==> src/hw/mem_pkg.sv <==
// memory subsystem shared definitions
// fixed word and address widths, host request layout and fsm states

package mem_pkg;

    localparam int DATA_W  = 32;  // host word width
    localparam int ADDR_W  = 10;  // word address width
    localparam int MACRO_W = 8;   // data width of one hard macro

    typedef logic [DATA_W-1:0] data_t;  // memory word
    typedef logic [DATA_W-1:0] mask_t;  // per bit write mask, 1 = write
    typedef logic [ADDR_W-1:0] addr_t;  // word address

    // one host access as seen on the four-phase port
    typedef struct packed {
        logic  write;  // 1 = write, 0 = read
        addr_t addr;   // word address
        data_t wdata;  // write data
        mask_t wmask;  // bits to update on a write
    } mem_req_t;

    // access sequencer states
    typedef enum logic [2:0] {
        CLEAR,    // power-up zero fill
        IDLE,     // waiting for req
        ISSUE,    // memory access on the port
        CAPTURE,  // read data arriving from the tiles
        HOLD      // ack phase, wait for req to drop
    } mem_state_t;

endpackage

==> src/hw/clear_counter.sv <==
// word address counter for the power-up zero fill
// counts up on step and stops at the top word

`timescale 1ns/1ns

module clear_counter
    import mem_pkg::*;
(
    input  logic  clk,
    input  logic  rst_n,
    input  logic  step,  // advance to the next word
    output addr_t addr,  // word being cleared
    output logic  last   // addr is the top word
);

    assign last = (addr == '1);  // all ones is the final word

    // no wrap, parks on the top word once reached
    always_ff @(posedge clk or negedge rst_n) begin
        if (!rst_n) begin
            addr <= '0;
        end else if (step && !last) begin
            addr <= addr + addr_t'(1);
        end
    end

endmodule

==> config.mk <==
export PLATFORM = sky130hd
export DESIGN_NAME = clear_counter
export DESIGN_NICKNAME = d
export VERILOG_FILES = /design/src/hw/mem_pkg.sv /design/src/hw/clear_counter.sv
export SDC_FILE = /design/constraint.sdc
export NUM_CORES = 1
export LEC_CHECK = 0
export ABC_AREA = 1
export BUFFER_PORTS_ARGS = -buffer_cell sky130_fd_sc_hd__buf_2
export CORE_UTILIZATION = 25
export DETAILED_ROUTE_END_ITERATION = 8
export GPL_ROUTABILITY_DRIVEN = 0
export GPL_TIMING_DRIVEN = 0
export SLEW_MARGIN = 20
export SYNTH_ARGS = -nofsm -noshare
export SYNTH_HDL_FRONTEND = slang
export SYNTH_SLANG_ARGS = --single-unit
==> constraint.sdc <==
create_clock -name clk -period 2.5 [get_ports clk]
set_clock_uncertainty 0.1 [all_clocks]
set_input_delay 0.375 -clock clk [delete_from_list [all_inputs] [get_ports clk]]
set_output_delay 0.375 -clock clk [all_outputs]
set_load 0.005 [all_outputs]
==> results.yml <==
worst_setup_path:
  arrival_ps: 1550
  cp-end-kind: "output pin"
  worstPathRequired_ps: 2030
  path_buf_inv: 2
  cp_cell_sequence: "ha_1, nand3_2, nor2_4, nand2_4, inv_1, buf_2"
  cpPeakStageDelay_ps: 480
  crit_slowest_cell: "dfrtp_1"
  crit_type: "reg2out"
  crit_family: "flip-flops"
  cp-start-kind: "flop"
  path_max_fanout: 8
  reg2reg_setup_slack_ps: 900
timing:
  max-slew-margin-rel: 0.823
  rsz0062_at_grt: "false"
  final.setup.tns_ps: 0
  period_needed_ps: 2020
  hold_ws_ps: 381
  hold_violations: 0
  worst_pin_slew_ps: 265
  fmax_mhz: 494
  post-route-period-util: 0.809
  slew_viol_final: 0
  setup_viol: 0
final_layout:
  largest_reg_flops: 10
  area_delta_synth_final_pct: 23.4
  fin_nets: 106
  drive_above_1_share: 0.238
  largest_registers: "addr: 10 flops"
  n_antenna_cell: 0
  regMostFlops: "addr"
  fin_util: 0.337
  final_area_um2: 773
  seqCellArea_um2: 250
  fillers: 259
  multi_input_area_um2: 330
global_routing:
  antenna_found_initial: 0
  use_met2: 0.169
  grt_pass1_wl_mm: 2.35
  grt_pass1_vias: 519
  grt-ovfl-total: 0
  use_met1: 0.164
  grt_max_degree: 11
  top_usage_layer: "met2"
  grt_usage: 0.121
  grtUsageMet3: 0.0526
floorplanning:
  dieArea_mm2: 0.00271
  initial_core_util: 0.273
  rows: 17
  core_mm2: 0.00230
  die_w_um: 52.1
  pin_count: 14
  die_y_um: 52.1
synth:
  synthTopCellsByArea: "dfrtp_1 (40%), nand2_1 (23%), inv_1 (5.4%), nand4_1 (4.0%), nand2_8 (3.2%)"
  netlist_area_um2: 627
  synth_warnings: 0
  netlist.area_leader.share: 0.399
  synthCells: 83
  synth_flop_cell: "dfrtp_1"
  synthTopCellsByCount: "nand2_1 (38), dfrtp_1 (10), inv_1 (9)"
  synth_nets: 87
  synth_edf_count: 0
  yosysSeqAreaShare: 0.399
  synth_top_area_cell: "dfrtp_1"
  syn_area_per_cell_um2: 7.55
  synth_most_common_cell: "nand2_1"
  ys_seq_elements: 10
  synthArstFlopShare: 1.00
  ys_types: 19
placement:
  dpl.hpwl_mm: 1.02
  place.port_buffers: 13
  placed_area_um2: 727
routing:
  viasPerCell: 4.64
  detail-route-antenna-nets: 0
  wirelength_mm: 1.39
  avgRoutedWirePerCell_um: 10.7
  dr.pass1.iters: 4
  initialDrtViolationCount: 17
  drc: 0
  vias: 599
min_path:
  min_path_type: "in2reg"
pwr:
  switchingPower_w: 0.000179
  pwr-share-clk: 0.281
  pwr-share-seq: 0.465
  p_per_area_mw_per_mm2: 687
  vdd_drop_max_mv: 0.448
  p_leak_nw: 0.435
  swShare: 0.337
  power.internal_w: 0.000352
  combPwrFrac: 0.254
cts:
  cts.sinks: 10
  cts_buffer_depth: 2
  cts-htree-levels: 1
  cts_root_buffer: "clkbuf_4"
  numCtsBuffers: 3
  postCtsResizedCells: 0
  clk_pin_slew_worst_paths_ps: 70
  clk_latency_ps: 270
  cts_tree: "yes"
status:
  outcome: "finished, final reports clean"
flow_run:
  cap_violations: 0
kinds of logic after synthesis:
kind of cell | Yosys count | share of synthesized area
adders and majority gates | 1 | 0.0200
buffers and inverters | 11 | 0.0738
AOI/OAI and AO/OA | 3 | 0.0279
xor gates and xnor gates | 3 | 0.0419
and+or+nand+nor | 55 | 0.437
DFF | 10 | 0.399
per-stage QoR:
stage / cells / setup slack (ps) / total power, W
finish: 129 / 477 / 0.000531
global route: 129 / 361 / 0.000577
CTS: 129 / 451 / 0.000541
detailed placement: 124 / 759 / 0.000385
global placement: 124 / 788 / 0.000381
floorplan: 83 / 953 / 0.000326
power by group through the flow:
| stage | combinational, W | sequential (W) | clock (W) |
|---|---|---|---|
| floorplan | 0.0000797 | 0.000246 | 0 |
| global placement | 0.000134 | 0.000248 | 0 |
| detailed placement | 0.000135 | 0.000249 | 0 |
| CTS | 0.000138 | 0.000247 | 0.000156 |
| global route | 0.000156 | 0.000255 | 0.000166 |
| finish | 0.000135 | 0.000247 | 0.000149 |
layer usage:
layer | up-vias | wire length [um]
met1 | 275 | 712
met3 | 2 | 110
li1 | 297 | -
met4 | 0 | 10
met2 | 25 | 553
met5 | - | 0
final timing paths:
check                                    startpoint             endpoint  depth (start not counted)
worst max-delay path            addr[0]$_DFFE_PN0P_                 last                          6
worst min-delay path                           step  addr[2]$_DFFE_PN0P_                          3
worst max register to register  addr[0]$_DFFE_PN0P_  addr[9]$_DFFE_PN0P_                          8
worst min register to register  addr[1]$_DFFE_PN0P_  addr[1]$_DFFE_PN0P_                          2
max in group asynchronous                     rst_n  addr[7]$_DFFE_PN0P_                          2
min in group asynchronous                     rst_n  addr[5]$_DFFE_PN0P_                          2
final cells by class:
cell class	count	share of cell area
multi-input combinational	62	0.427
sequential	10	0.324
timing repair buffer	14	0.0971
inverter	11	0.0599
clock buffer	4	0.0469
tap	28	0.0453
worst min-delay path: stages:
cell     delay [ps]
buf_2           150
nand2_8         120
o21ai_1          70
placed cells by master, fill, tap and decap left out, drive strengths merged, types with 2 or more instances in the layout:
cell,instances
nand2,40
buf,13
inv,11
dfrtp,10
nor2,5
nand4,4
nand3,4
clkbuf,4
xnor2,2
o21ai,2
what timing repair did:
item,CTS,global route
endpoints found under the hold margin,10,0
endpoints found under the setup margin,0,0
buffers inserted,0,0
hold buffers,1,0
Power figures use the tool's default switching activity.
