### config.mk
export PLATFORM = sky130hd
export DESIGN_NAME = access_fsm
export DESIGN_NICKNAME = d
export VERILOG_FILES = /design/src/hw/mem_pkg.sv /design/src/hw/access_fsm.sv
export SDC_FILE = /design/constraint.sdc
export NUM_CORES = 1
export LEC_CHECK = 0
export ABC_CLOCK_PERIOD_IN_PS = 12050
export BUFFER_PORTS_ARGS = -buffer_cell sky130_fd_sc_hd__buf_2
export CAP_MARGIN = 15
export CORE_UTILIZATION = 44
export CTS_CLUSTER_SIZE = 16
export DETAILED_ROUTE_END_ITERATION = 8
export PLACE_DENSITY = 0.8
export SLEW_MARGIN = 20
export SYNTH_ARGS = -nofsm -noshare
export SYNTH_HDL_FRONTEND = slang
export SYNTH_SLANG_ARGS = --single-unit
### constraint.sdc
create_clock -name clk -period 12.05 [get_ports clk]
set_clock_uncertainty 0.2 [all_clocks]
set_input_delay 0.6025 -clock clk [delete_from_list [all_inputs] [get_ports clk]]
set_output_delay 0.6025 -clock clk [all_outputs]
set_load 0.1 [all_outputs]
### src/hw/mem_pkg.sv
// memory subsystem shared definitions
// fixed word and address widths, host request layout and fsm states

package mem_pkg;

    localparam int DATA_W  = 32;  // host word width
    localparam int ADDR_W  = 10;  // word address width
    localparam int MACRO_W = 8;   // data width of one hard macro

    typedef logic [DATA_W-1:0] data_t;  // memory word
    typedef logic [DATA_W-1:0] mask_t;  // per bit write mask, 1 = write
    typedef logic [ADDR_W-1:0] addr_t;  // word address

    // one host access as seen on the four-phase port
    typedef struct packed {
        logic  write;  // 1 = write, 0 = read
        addr_t addr;   // word address
        data_t wdata;  // write data
        mask_t wmask;  // bits to update on a write
    } mem_req_t;

    // access sequencer states
    typedef enum logic [2:0] {
        CLEAR,    // power-up zero fill
        IDLE,     // waiting for req
        ISSUE,    // memory access on the port
        CAPTURE,  // read data arriving from the tiles
        HOLD      // ack phase, wait for req to drop
    } mem_state_t;

endpackage

### src/hw/access_fsm.sv
// access sequencer for the memory subsystem
// runs the power-up clear, then serves the four-phase host port

`timescale 1ns/1ns

module access_fsm
    import mem_pkg::*;
(
    input  logic     clk,
    input  logic     rst_n,
    input  logic     req,        // host request, four-phase
    input  mem_req_t host_req,   // held stable while req is high
    output logic     ack,        // access done
    output logic     busy,       // clear in progress
    output data_t    rdata,      // read result, valid with ack
    output logic     clr_step,   // advance the clear counter
    input  addr_t    clr_addr,   // word being cleared
    input  logic     clr_last,   // final clear word
    output logic     mem_ce,
    output logic     mem_we,
    output mask_t    mem_wmask,
    output addr_t    mem_addr,
    output data_t    mem_din,
    input  data_t    mem_dout    // tile read data, one cycle late
);

    mem_state_t state;
    mem_state_t state_nxt;
    mem_req_t   req_q;  // latched host request

    // next state
    always_comb begin
        state_nxt = state;
        case (state)
            CLEAR:   if (clr_last) state_nxt = IDLE;  // top word written this cycle
            IDLE:    if (req) state_nxt = ISSUE;
            ISSUE:   state_nxt = req_q.write ? HOLD : CAPTURE;
            CAPTURE: state_nxt = HOLD;
            HOLD:    if (!req) state_nxt = IDLE;      // host released
            default: state_nxt = CLEAR;
        endcase
    end

    // control state
    always_ff @(posedge clk or negedge rst_n) begin
        if (!rst_n) begin
            state <= CLEAR;
            ack   <= 1'b0;
        end else begin
            state <= state_nxt;
            ack   <= (state == HOLD) && req;  // drops on the edge after req falls
        end
    end

    // request and read data registers
    always_ff @(posedge clk) begin
        if (state == IDLE && req) begin
            req_q <= host_req;
        end
        if (state == CAPTURE) begin
            rdata <= mem_dout;  // stays put through the ack phase
        end
    end

    assign busy     = (state == CLEAR);
    assign clr_step = (state == CLEAR);

    // memory port, zero fill during clear
    assign mem_ce    = (state == CLEAR) || (state == ISSUE);
    assign mem_we    = (state == CLEAR) || (state == ISSUE && req_q.write);
    assign mem_wmask = (state == CLEAR) ? '1 : req_q.wmask;  // full mask for the fill
    assign mem_addr  = (state == CLEAR) ? clr_addr : req_q.addr;
    assign mem_din   = (state == CLEAR) ? '0 : req_q.wdata;

endmodule

==> qor.txt, run 1 <==
Worst Path Required: 11.25 ns
sequential fraction of the synthesis area: 82.03%
cells on worst reg2reg path: 2
die width: 97.81 um
Starting DRT DRC Count: 117
failing checks: DRC
register area: 3313 um^2
status: finished, violations left
starting density of the core: 45.87%
io pins: 232
average size of a mapped cell: 18.87 um^2
wire length per cell: 16.02 um
layout net count: 571
Finished Layout Cells: 563
row cnt: 34
Rel. slew slack: 53.52%
Post-synth ARST share: 3.604%
Core Region: 8806 um^2
crit path max fanout: 67
# DRC: 30
cell area after synthesis: 4039 um^2
routed vias: 2647
dpl cells: 546
Hold Path Sink: req_q[59]$_DFFE_PP_
CTS Buf Count: 9
CP arrival: 2.60 ns
Hold-fix buffers, CTS: 1
Worst-Skew Late Latency: 0.35 ns
Unique masters post-synth: 24
Post-Synthesis Cells: 214
final setup TNS: 0 ns
Synth Register Bits: 111
Fillers: 687
setup bufs post-CTS: 0
share of Yosys cell area claimed by the top area cell type: 79.55%
fmax: 0.2936 GHz
GP Congestion: 0.8276
YS warnings: 0
CTS resizes: 0
vias in the first global route: 2674
RR Startpoint: state[1]$_DFFE_PN0P_
crit path time final: 3.406 ns
Antenna Cells: 0
multi-input logic area: 656.9 um^2
EDFF count, synth: 107
clock sink count: 111
initial antenna violation count: 1
Worst Hold Depth: 1
Syn Nets: 335
top_reg_cell synth: edfxtp_1
first-pass GRT wire length: 13190 um
HP Class: input pin to flip-flop
area leader, netlist: edfxtp_1
WS Path Type: flip-flop to primary output
clock-pin slew on the worst setup and hold paths: 0.11 ns
Root Buffer: clkbuf_8
CTS tree: yes
Clock Path Buffers: 2
DRT antenna net count: 0
pre-CTS worst setup slack: 8.994 ns
Die Y: 97.81 um
Fin. Hold Viols: 0
buffers added on ports: 231
largest cells by area after synthesis: edfxtp_1 80%, nor2b_1 5.1%, or2_1 3.6%, mux2_2 2.8%, dfrtp_1 2.5%
# setup viols final: 0
Die Area: 9567 um^2
RSZ-0062 raised after global routing: false
Worst setup SP type: flip-flop
DR pass1 iterations: 6
All-Layer GR Usage: 18.48%
Tcrit/Tclk final: 28.26%
worst r2r dst: req_q[41]$_DFFE_PP_
share of layout cells above drive strength 1: 59.56%
register-to-register path setup slack: 9.97 ns
fin. max-slew vios: 0
H-tree levels: 3
total of max-cap violations: 0
GRT overflow: 0
Layout area overhead: 35.53%
crit end category: primary output
largest net degree at the start of global routing: 68
DP HPWL: 6818 um
HP Start: host_req[59]
Avg Vias per Cell: 4.702
setup ws final: 8.644 ns
Worst-Margin Slew: 0.6972 ns
smallest hold slack: 0.2091 ns
WL final: 9018 um
cell usage in the layout (no fill, tap or decap), types with 2 or more instances in the layout:
cell / count
or2_2: 9
mux2_2: 10
clkbuf_8: 9
edfxtp_1: 107
dfrtp_1: 4
or2_1: 23
nor2_1: 2
buf_2: 231
nand2b_1: 2
buf_4: 4
nor2b_1: 33
a21oi_1: 2
per-layer routing:
metal	up-vias	part of all wire (%)	global-route usage, %
li1	1240	-	-
met1	1225	35	19.20
met2	157	52	33.61
met3	23	9.8	5.941
met4	2	3.0	9.091
met5	-	0.13	0
flip-flops by register name, indices dropped and copies added (netlist names):
name,count
req_q,75
rdata,32
state,3
ack,1
how the worst max path moves through the flow:
| stage | to | start | cells past startpoint |
|---|---|---|---|
| after floorplan | req_q[0]$_DFFE_PP_ | req | 1 |
| after global placement | mem_addr[3] | state[0]$_DFFE_PN0P_ | 4 |
| after detailed placement | mem_addr[1] | state[1]$_DFFE_PN0P_ | 4 |
| after CTS | mem_addr[1] | state[1]$_DFFE_PN0P_ | 4 |
| after global routing | mem_addr[3] | state[1]$_DFFE_PN0P_ | 4 |
| final | mem_addr[7] | state[1]$_DFFE_PN0P_ | 4 |
stage by stage:
stage                     utilization, %  cell area [um^2]
after CTS                          62.16              5474
final                              62.16              5474
after detailed placement           60.09              5291
after floorplan                        -              4039
after global placement             60.09              5291
after global routing               62.16              5474
cell families (layout without fill, tap and decap cells):
kind of cell	count (synthesis)	in the layout	share of synthesized area, %
flops	111	111	82.03
buf+inv	11	252	2.230
simple gates	77	77	12.21
mux	10	10	2.788
compound gates	5	5	0.7435
area by class of cell:
type                            count  area share, %
Sequential cell                   111          60.53
Timing Repair Buffer              236          21.85
Multi-Input combinational cell     92          12.00
Tap cell                          108          2.469
Clock inverter                      6         0.8229
Clock buffer                       10          2.331
cell usage after synthesis, drive strengths merged (2+ instances only):
cell	count
nand2b	2
nor3	2
dfrtp	4
or2	32
buf	10
mux2	10
edfxtp	107
nor2b	33
a21oi	2
nor2	2
critical path, stage by stage (launching register included):
cell,delay [ns]
dfrtp_1,0.53
nor3_4,0.45
buf_4,0.55
mux2_2,0.39
buf_2,0.29
Power of run 1 is not shown: default switching activity piles up to over one toggle a cycle in this logic, so the estimate is an artifact.
==> run 2, diff against run 1 <==
- ABC_CLOCK_PERIOD_IN_PS: 12050 -> 3020
- CORE_UTILIZATION: 44 -> 39
- PLACE_DENSITY: 0.8 -> 0.75
- clock period: 12.05 -> 3.02 ns (I/O delays scaled with it)
==> run 2 against run 1 <==
Against the previous run: the flow now finishes without violations; cell area up 21%; flip-flop and latch count unchanged; global-route usage rose by 1.5 points; final cell count up 24%; utilization increased by 4.7 points; die area rose by 13%; register-to-register slack got worse by 9.0 ns.
==> qor.txt, run 2 (same netlist as run 1, synthesis figures left out) <==
status: finished clean
Hold Path Sink: rdata[4]$_DFFE_PP_
crit path time final: 2.632 ns
wire length per cell: 15.23 um
CTS tree: yes
CP arrival: 2.28 ns
register-to-register path setup slack: 0.97 ns
row cnt: 36
DR pass1 iterations: 4
Worst-Skew Late Latency: 0.37 ns
worst r2r dst: req_q[58]$_DFFE_PP_
crit end category: primary output
initial antenna violation count: 0
vias in the first global route: 3283
Fillers: 694
layout net count: 681
final setup TNS: 0 ns
# DRC: 0
Largest regs: req_q x75, rdata x32, state x3
Rel. slew slack: 57.82%
# setup viols final: 0
Top reg by flops: req_q
Finished Layout Cells: 698
Avg Vias per Cell: 4.426
Starting DRT DRC Count: 116
DP HPWL: 6519 um
All-Layer GR Usage: 20.03%
setup bufs post-CTS: 0
die width: 103.8 um
fmax: 0.3800 GHz
fin. max-slew vios: 0
Worst setup SP type: flip-flop
CTS resizes: 0
WS Path Type: flip-flop to primary output
routed vias: 3089
Antenna Cells: 0
Top delay family on crit path: buffers and inverters
share of layout cells above drive strength 1: 48.32%
Worst-Margin Slew: 0.6326 ns
Buf/Inv on CP: 2
Die Area: 10770 um^2
clock-pin slew on the worst setup and hold paths: 0.10 ns
register area: 3313 um^2
HP Class: input pin to flip-flop
DRT antenna net count: 0
H-tree levels: 3
Worst Hold Depth: 2
Slowest-stage cell, CP: dfrtp_1
Worst Path Required: 2.67 ns
starting density of the core: 40.76%
Clock Path Buffers: 2
Hold-fix buffers, CTS: 111
largest net degree at the start of global routing: 69
buffers added on ports: 231
Fin. Hold Viols: 0
total of max-cap violations: 0
CTS Buf Count: 9
clock sink count: 111
RSZ-0062 raised after global routing: false
most frequent cells in the layout: 231 x buf_2, 111 x dlygate4sd3_1, 107 x edfxtp_1
Die Y: 103.8 um
cells on worst reg2reg path: 2
GRT overflow: 0
WL final: 10630 um
crit path max fanout: 68
crit path cell chain: nor3_4 -> buf_12 -> mux2_2 -> buf_2
io pins: 232
RR Startpoint: state[2]$_DFFE_PN0P_
HP Start: mem_dout[4]
Worst path max stage delay: 0.51 ns
Tcrit/Tclk final: 87.14%
dpl cells: 571
Core Region: 9910 um^2
commonest non-fill, non-tap cell in the layout: buf_2
Root Buffer: clkbuf_8
first-pass GRT wire length: 16450 um
GP Congestion: 0.8004
max reg flops: 75
Layout area overhead: 64.10%
multi-input logic area: 656.9 um^2
[run 2: cell count changes in the layout (fill, tap and decap cells not counted)]
cell / previous run / this run
buf_4: 4 / 3
clkinv_4: 1 / 0
clkinv_1: 1 / 0
clkinv_2: 1 / 0
dlygate4sd3_1: 1 / 111
clkbuf_1: 1 / 0
clkinvlp_4: 1 / 5
buf_12: 0 / 1
[run 2: metrics by stage]
stage / hold slack [ns] / cell area (um^2) / setup slack, ns / utilization (%)
floorplan: -0.3446 / 4060 / -0.6546 / -
global placement: -0.2413 / 5335 / 0.8619 / 53.84
detailed placement: -0.2351 / 5335 / 0.8004 / 53.84
CTS: 0.2601 / 6628 / 0.3750 / 66.88
global route: 0.2736 / 6628 / 0.2409 / 66.88
finish: 0.2860 / 6628 / 0.3884 / 66.88
[run 2: layout make-up]
type	instances	share of cell area [%]
Sequential cell	111	49.99
Timing Repair Buffer	346	34.85
Multi-Input combinational cell	92	9.911
Tap cell	133	2.511
Clock buffer	9	1.869
Clock inverter	7	0.8684
[run 2: metal layers]
layer / global-route usage [%] / up-vias / wire (um)
li1: - / 1464 / -
met1: 20.39 / 1449 / 3814
met2: 38.26 / 159 / 5769
met3: 5.601 / 17 / 833
met4: 8.061 / 0 / 214
met5: 0 / - / 0
[run 2: worst max path at each step]
stage	cells past startpoint	slack, ns	startpoint	to
after floorplan	2	-0.65	state[2]$_DFFE_PN0P_	req_q[0]$_DFFE_PP_
after global placement	4	0.86	state[0]$_DFFE_PN0P_	mem_addr[1]
after detailed placement	4	0.80	state[0]$_DFFE_PN0P_	mem_addr[1]
after CTS	4	0.38	state[0]$_DFFE_PN0P_	mem_addr[1]
after global routing	4	0.24	state[0]$_DFFE_PN0P_	mem_addr[3]
final	4	0.39	state[0]$_DFFE_PN0P_	mem_addr[3]
Power of run 2 is left out for the same reason.
==> run 3, diff against run 2 <==
- CORE_UTILIZATION: 39 -> 30
- PLACE_DENSITY: 0.75 -> default
==> run 3 against run 2 <==
Against the previous run: fmax is 1.3% higher; cell area is 2.9% higher; worst hold slack better by 0.022 ns; first-iteration DRC count is 29% higher; critical path depth stayed put; setup slack better by 0.034 ns; highest routed layer unchanged; flip-flop and latch count stayed put; final cell count is 6.6% higher; die area is 29% higher; non-clock buffer count is 3 higher; count of clock-buffer cells in the layout is 6 higher.
==> qor.txt, run 3 (same netlist as run 1, synthesis figures left out) <==
status: finished clean
Clock Path Buffers: 2
H-tree levels: 3
routed vias: 3105
Hold-fix buffers, CTS: 111
row cnt: 42
CTS resizes: 0
Core Region: 13190 um^2
# DRC: 0
Antenna Cells: 0
DR pass1 iterations: 4
Largest regs: req_q x75, rdata x32, state x3
RSZ-0062 raised after global routing: false
Die Area: 13930 um^2
clock sink count: 111
WS Path Type: flip-flop to primary output
layout net count: 684
buffers added on ports: 231
CTS Buf Count: 9
Tcrit/Tclk final: 86.01%
fin. max-slew vios: 0
Top reg by flops: req_q
Layout area overhead: 68.87%
M1 WL: 4183 um
max reg flops: 75
crit path time final: 2.597 ns
vias in the first global route: 3390
Rel. slew slack: 52.31%
wire length on met3: 930 um
Avg Vias per Cell: 4.173
total of max-cap violations: 0
Worst Path Required: 2.67 ns
cells on worst reg2reg path: 2
starting density of the core: 30.62%
initial antenna violation count: 0
crit path max fanout: 71
clock-pin slew on the worst setup and hold paths: 0.07 ns
HP Class: input pin to flip-flop
Root Buffer: clkbuf_16
CTS tree: yes
DR top layer: met4
commonest non-fill, non-tap cell in the layout: buf_2
register-to-register path setup slack: 0.98 ns
CP arrival: 2.25 ns
Starting DRT DRC Count: 150
DP HPWL: 6943 um
first-pass GRT wire length: 16500 um
WL final: 10760 um
All-Layer GR Usage: 15.86%
Worst-Skew Late Latency: 0.34 ns
worst r2r dst: req_q[35]$_DFFE_PP_
fmax: 0.3850 GHz
final setup TNS: 0 ns
Worst Hold Depth: 2
wire length per cell: 14.46 um
share of layout cells above drive strength 1: 47.89%
largest net degree at the start of global routing: 72
io pins: 232
Fillers: 1143
DRT antenna net count: 0
met2 wire length: 5421 um
Die Y: 118.0 um
die width: 118.0 um
GP Congestion: 0.7489
RR Startpoint: state[2]$_DFFE_PN0P_
# setup viols final: 0
Worst-Margin Slew: 0.7143 ns
setup bufs post-CTS: 0
crit end category: primary output
GRT overflow: 0
Hold Path Sink: req_q[7]$_DFFE_PP_
Worst setup SP type: flip-flop
Fin. Hold Viols: 0
HP Start: host_req[7]
most frequent cells in the layout: 231 x buf_2, 111 x dlygate4sd3_1, 107 x edfxtp_1
==> run 3: cell types whose count changed in the layout (fill, tap and decap cells not counted), sizes merged <==
cell and change:
buf +3, clkbuf +6, clkinv +1, clkinvlp -5
inv -2
==> run 3: final cells by class <==
| type | instances | area (um^2) | area share, % |
|---|---|---|---|
| sequential | 111 | 3313 | 48.58 |
| timing repair buffer | 349 | 2357 | 34.56 |
| multi-input combinational | 92 | 656.9 | 9.631 |
| clock buffer | 15 | 267.8 | 3.926 |
| tap | 176 | 220.2 | 3.229 |
| clock inverter | 1 | 5.005 | 0.07338 |
==> run 3: worst max path at each step <==
stage | end | from | cells past startpoint
floorplan | req_q[0]$_DFFE_PP_ | state[2]$_DFFE_PN0P_ | 2
global placement | mem_addr[7] | state[0]$_DFFE_PN0P_ | 4
detailed placement | mem_addr[0] | state[0]$_DFFE_PN0P_ | 4
CTS | mem_addr[1] | state[0]$_DFFE_PN0P_ | 4
global route | mem_addr[2] | state[0]$_DFFE_PN0P_ | 4
finish | mem_addr[3] | state[0]$_DFFE_PN0P_ | 4
==> run 3: critical path, stage by stage (launching register included) <==
cell	delay [ns]
dfrtp_1	0.50
nor3_4	0.40
buf_12	0.30
mux2_2	0.37
buf_2	0.29
==> run 3: layer usage <==
metal | vias up | global-route usage (%)
li1 | 1474 | -
met1 | 1449 | 16.75
met2 | 169 | 28.16
met3 | 13 | 5.184
met4 | 0 | 7.933
met5 | - | 0
==> run 3: stage by stage <==
stage               hold WS [ns]  cell area, um^2  std cells  utilization [%]  worst slack, ns
detailed placement       -0.2365             5436        617            41.22           0.7623
CTS                       0.2879             6820        744            51.71           0.3704
global placement         -0.2386             5436        617            41.22           0.7994
finish                    0.3080             6820        744            51.71           0.4226
global route              0.2951             6820        744            51.71           0.2668
floorplan                -0.3446             4060        214                -          -0.6546
Power of run 3 is left out for the same reason.
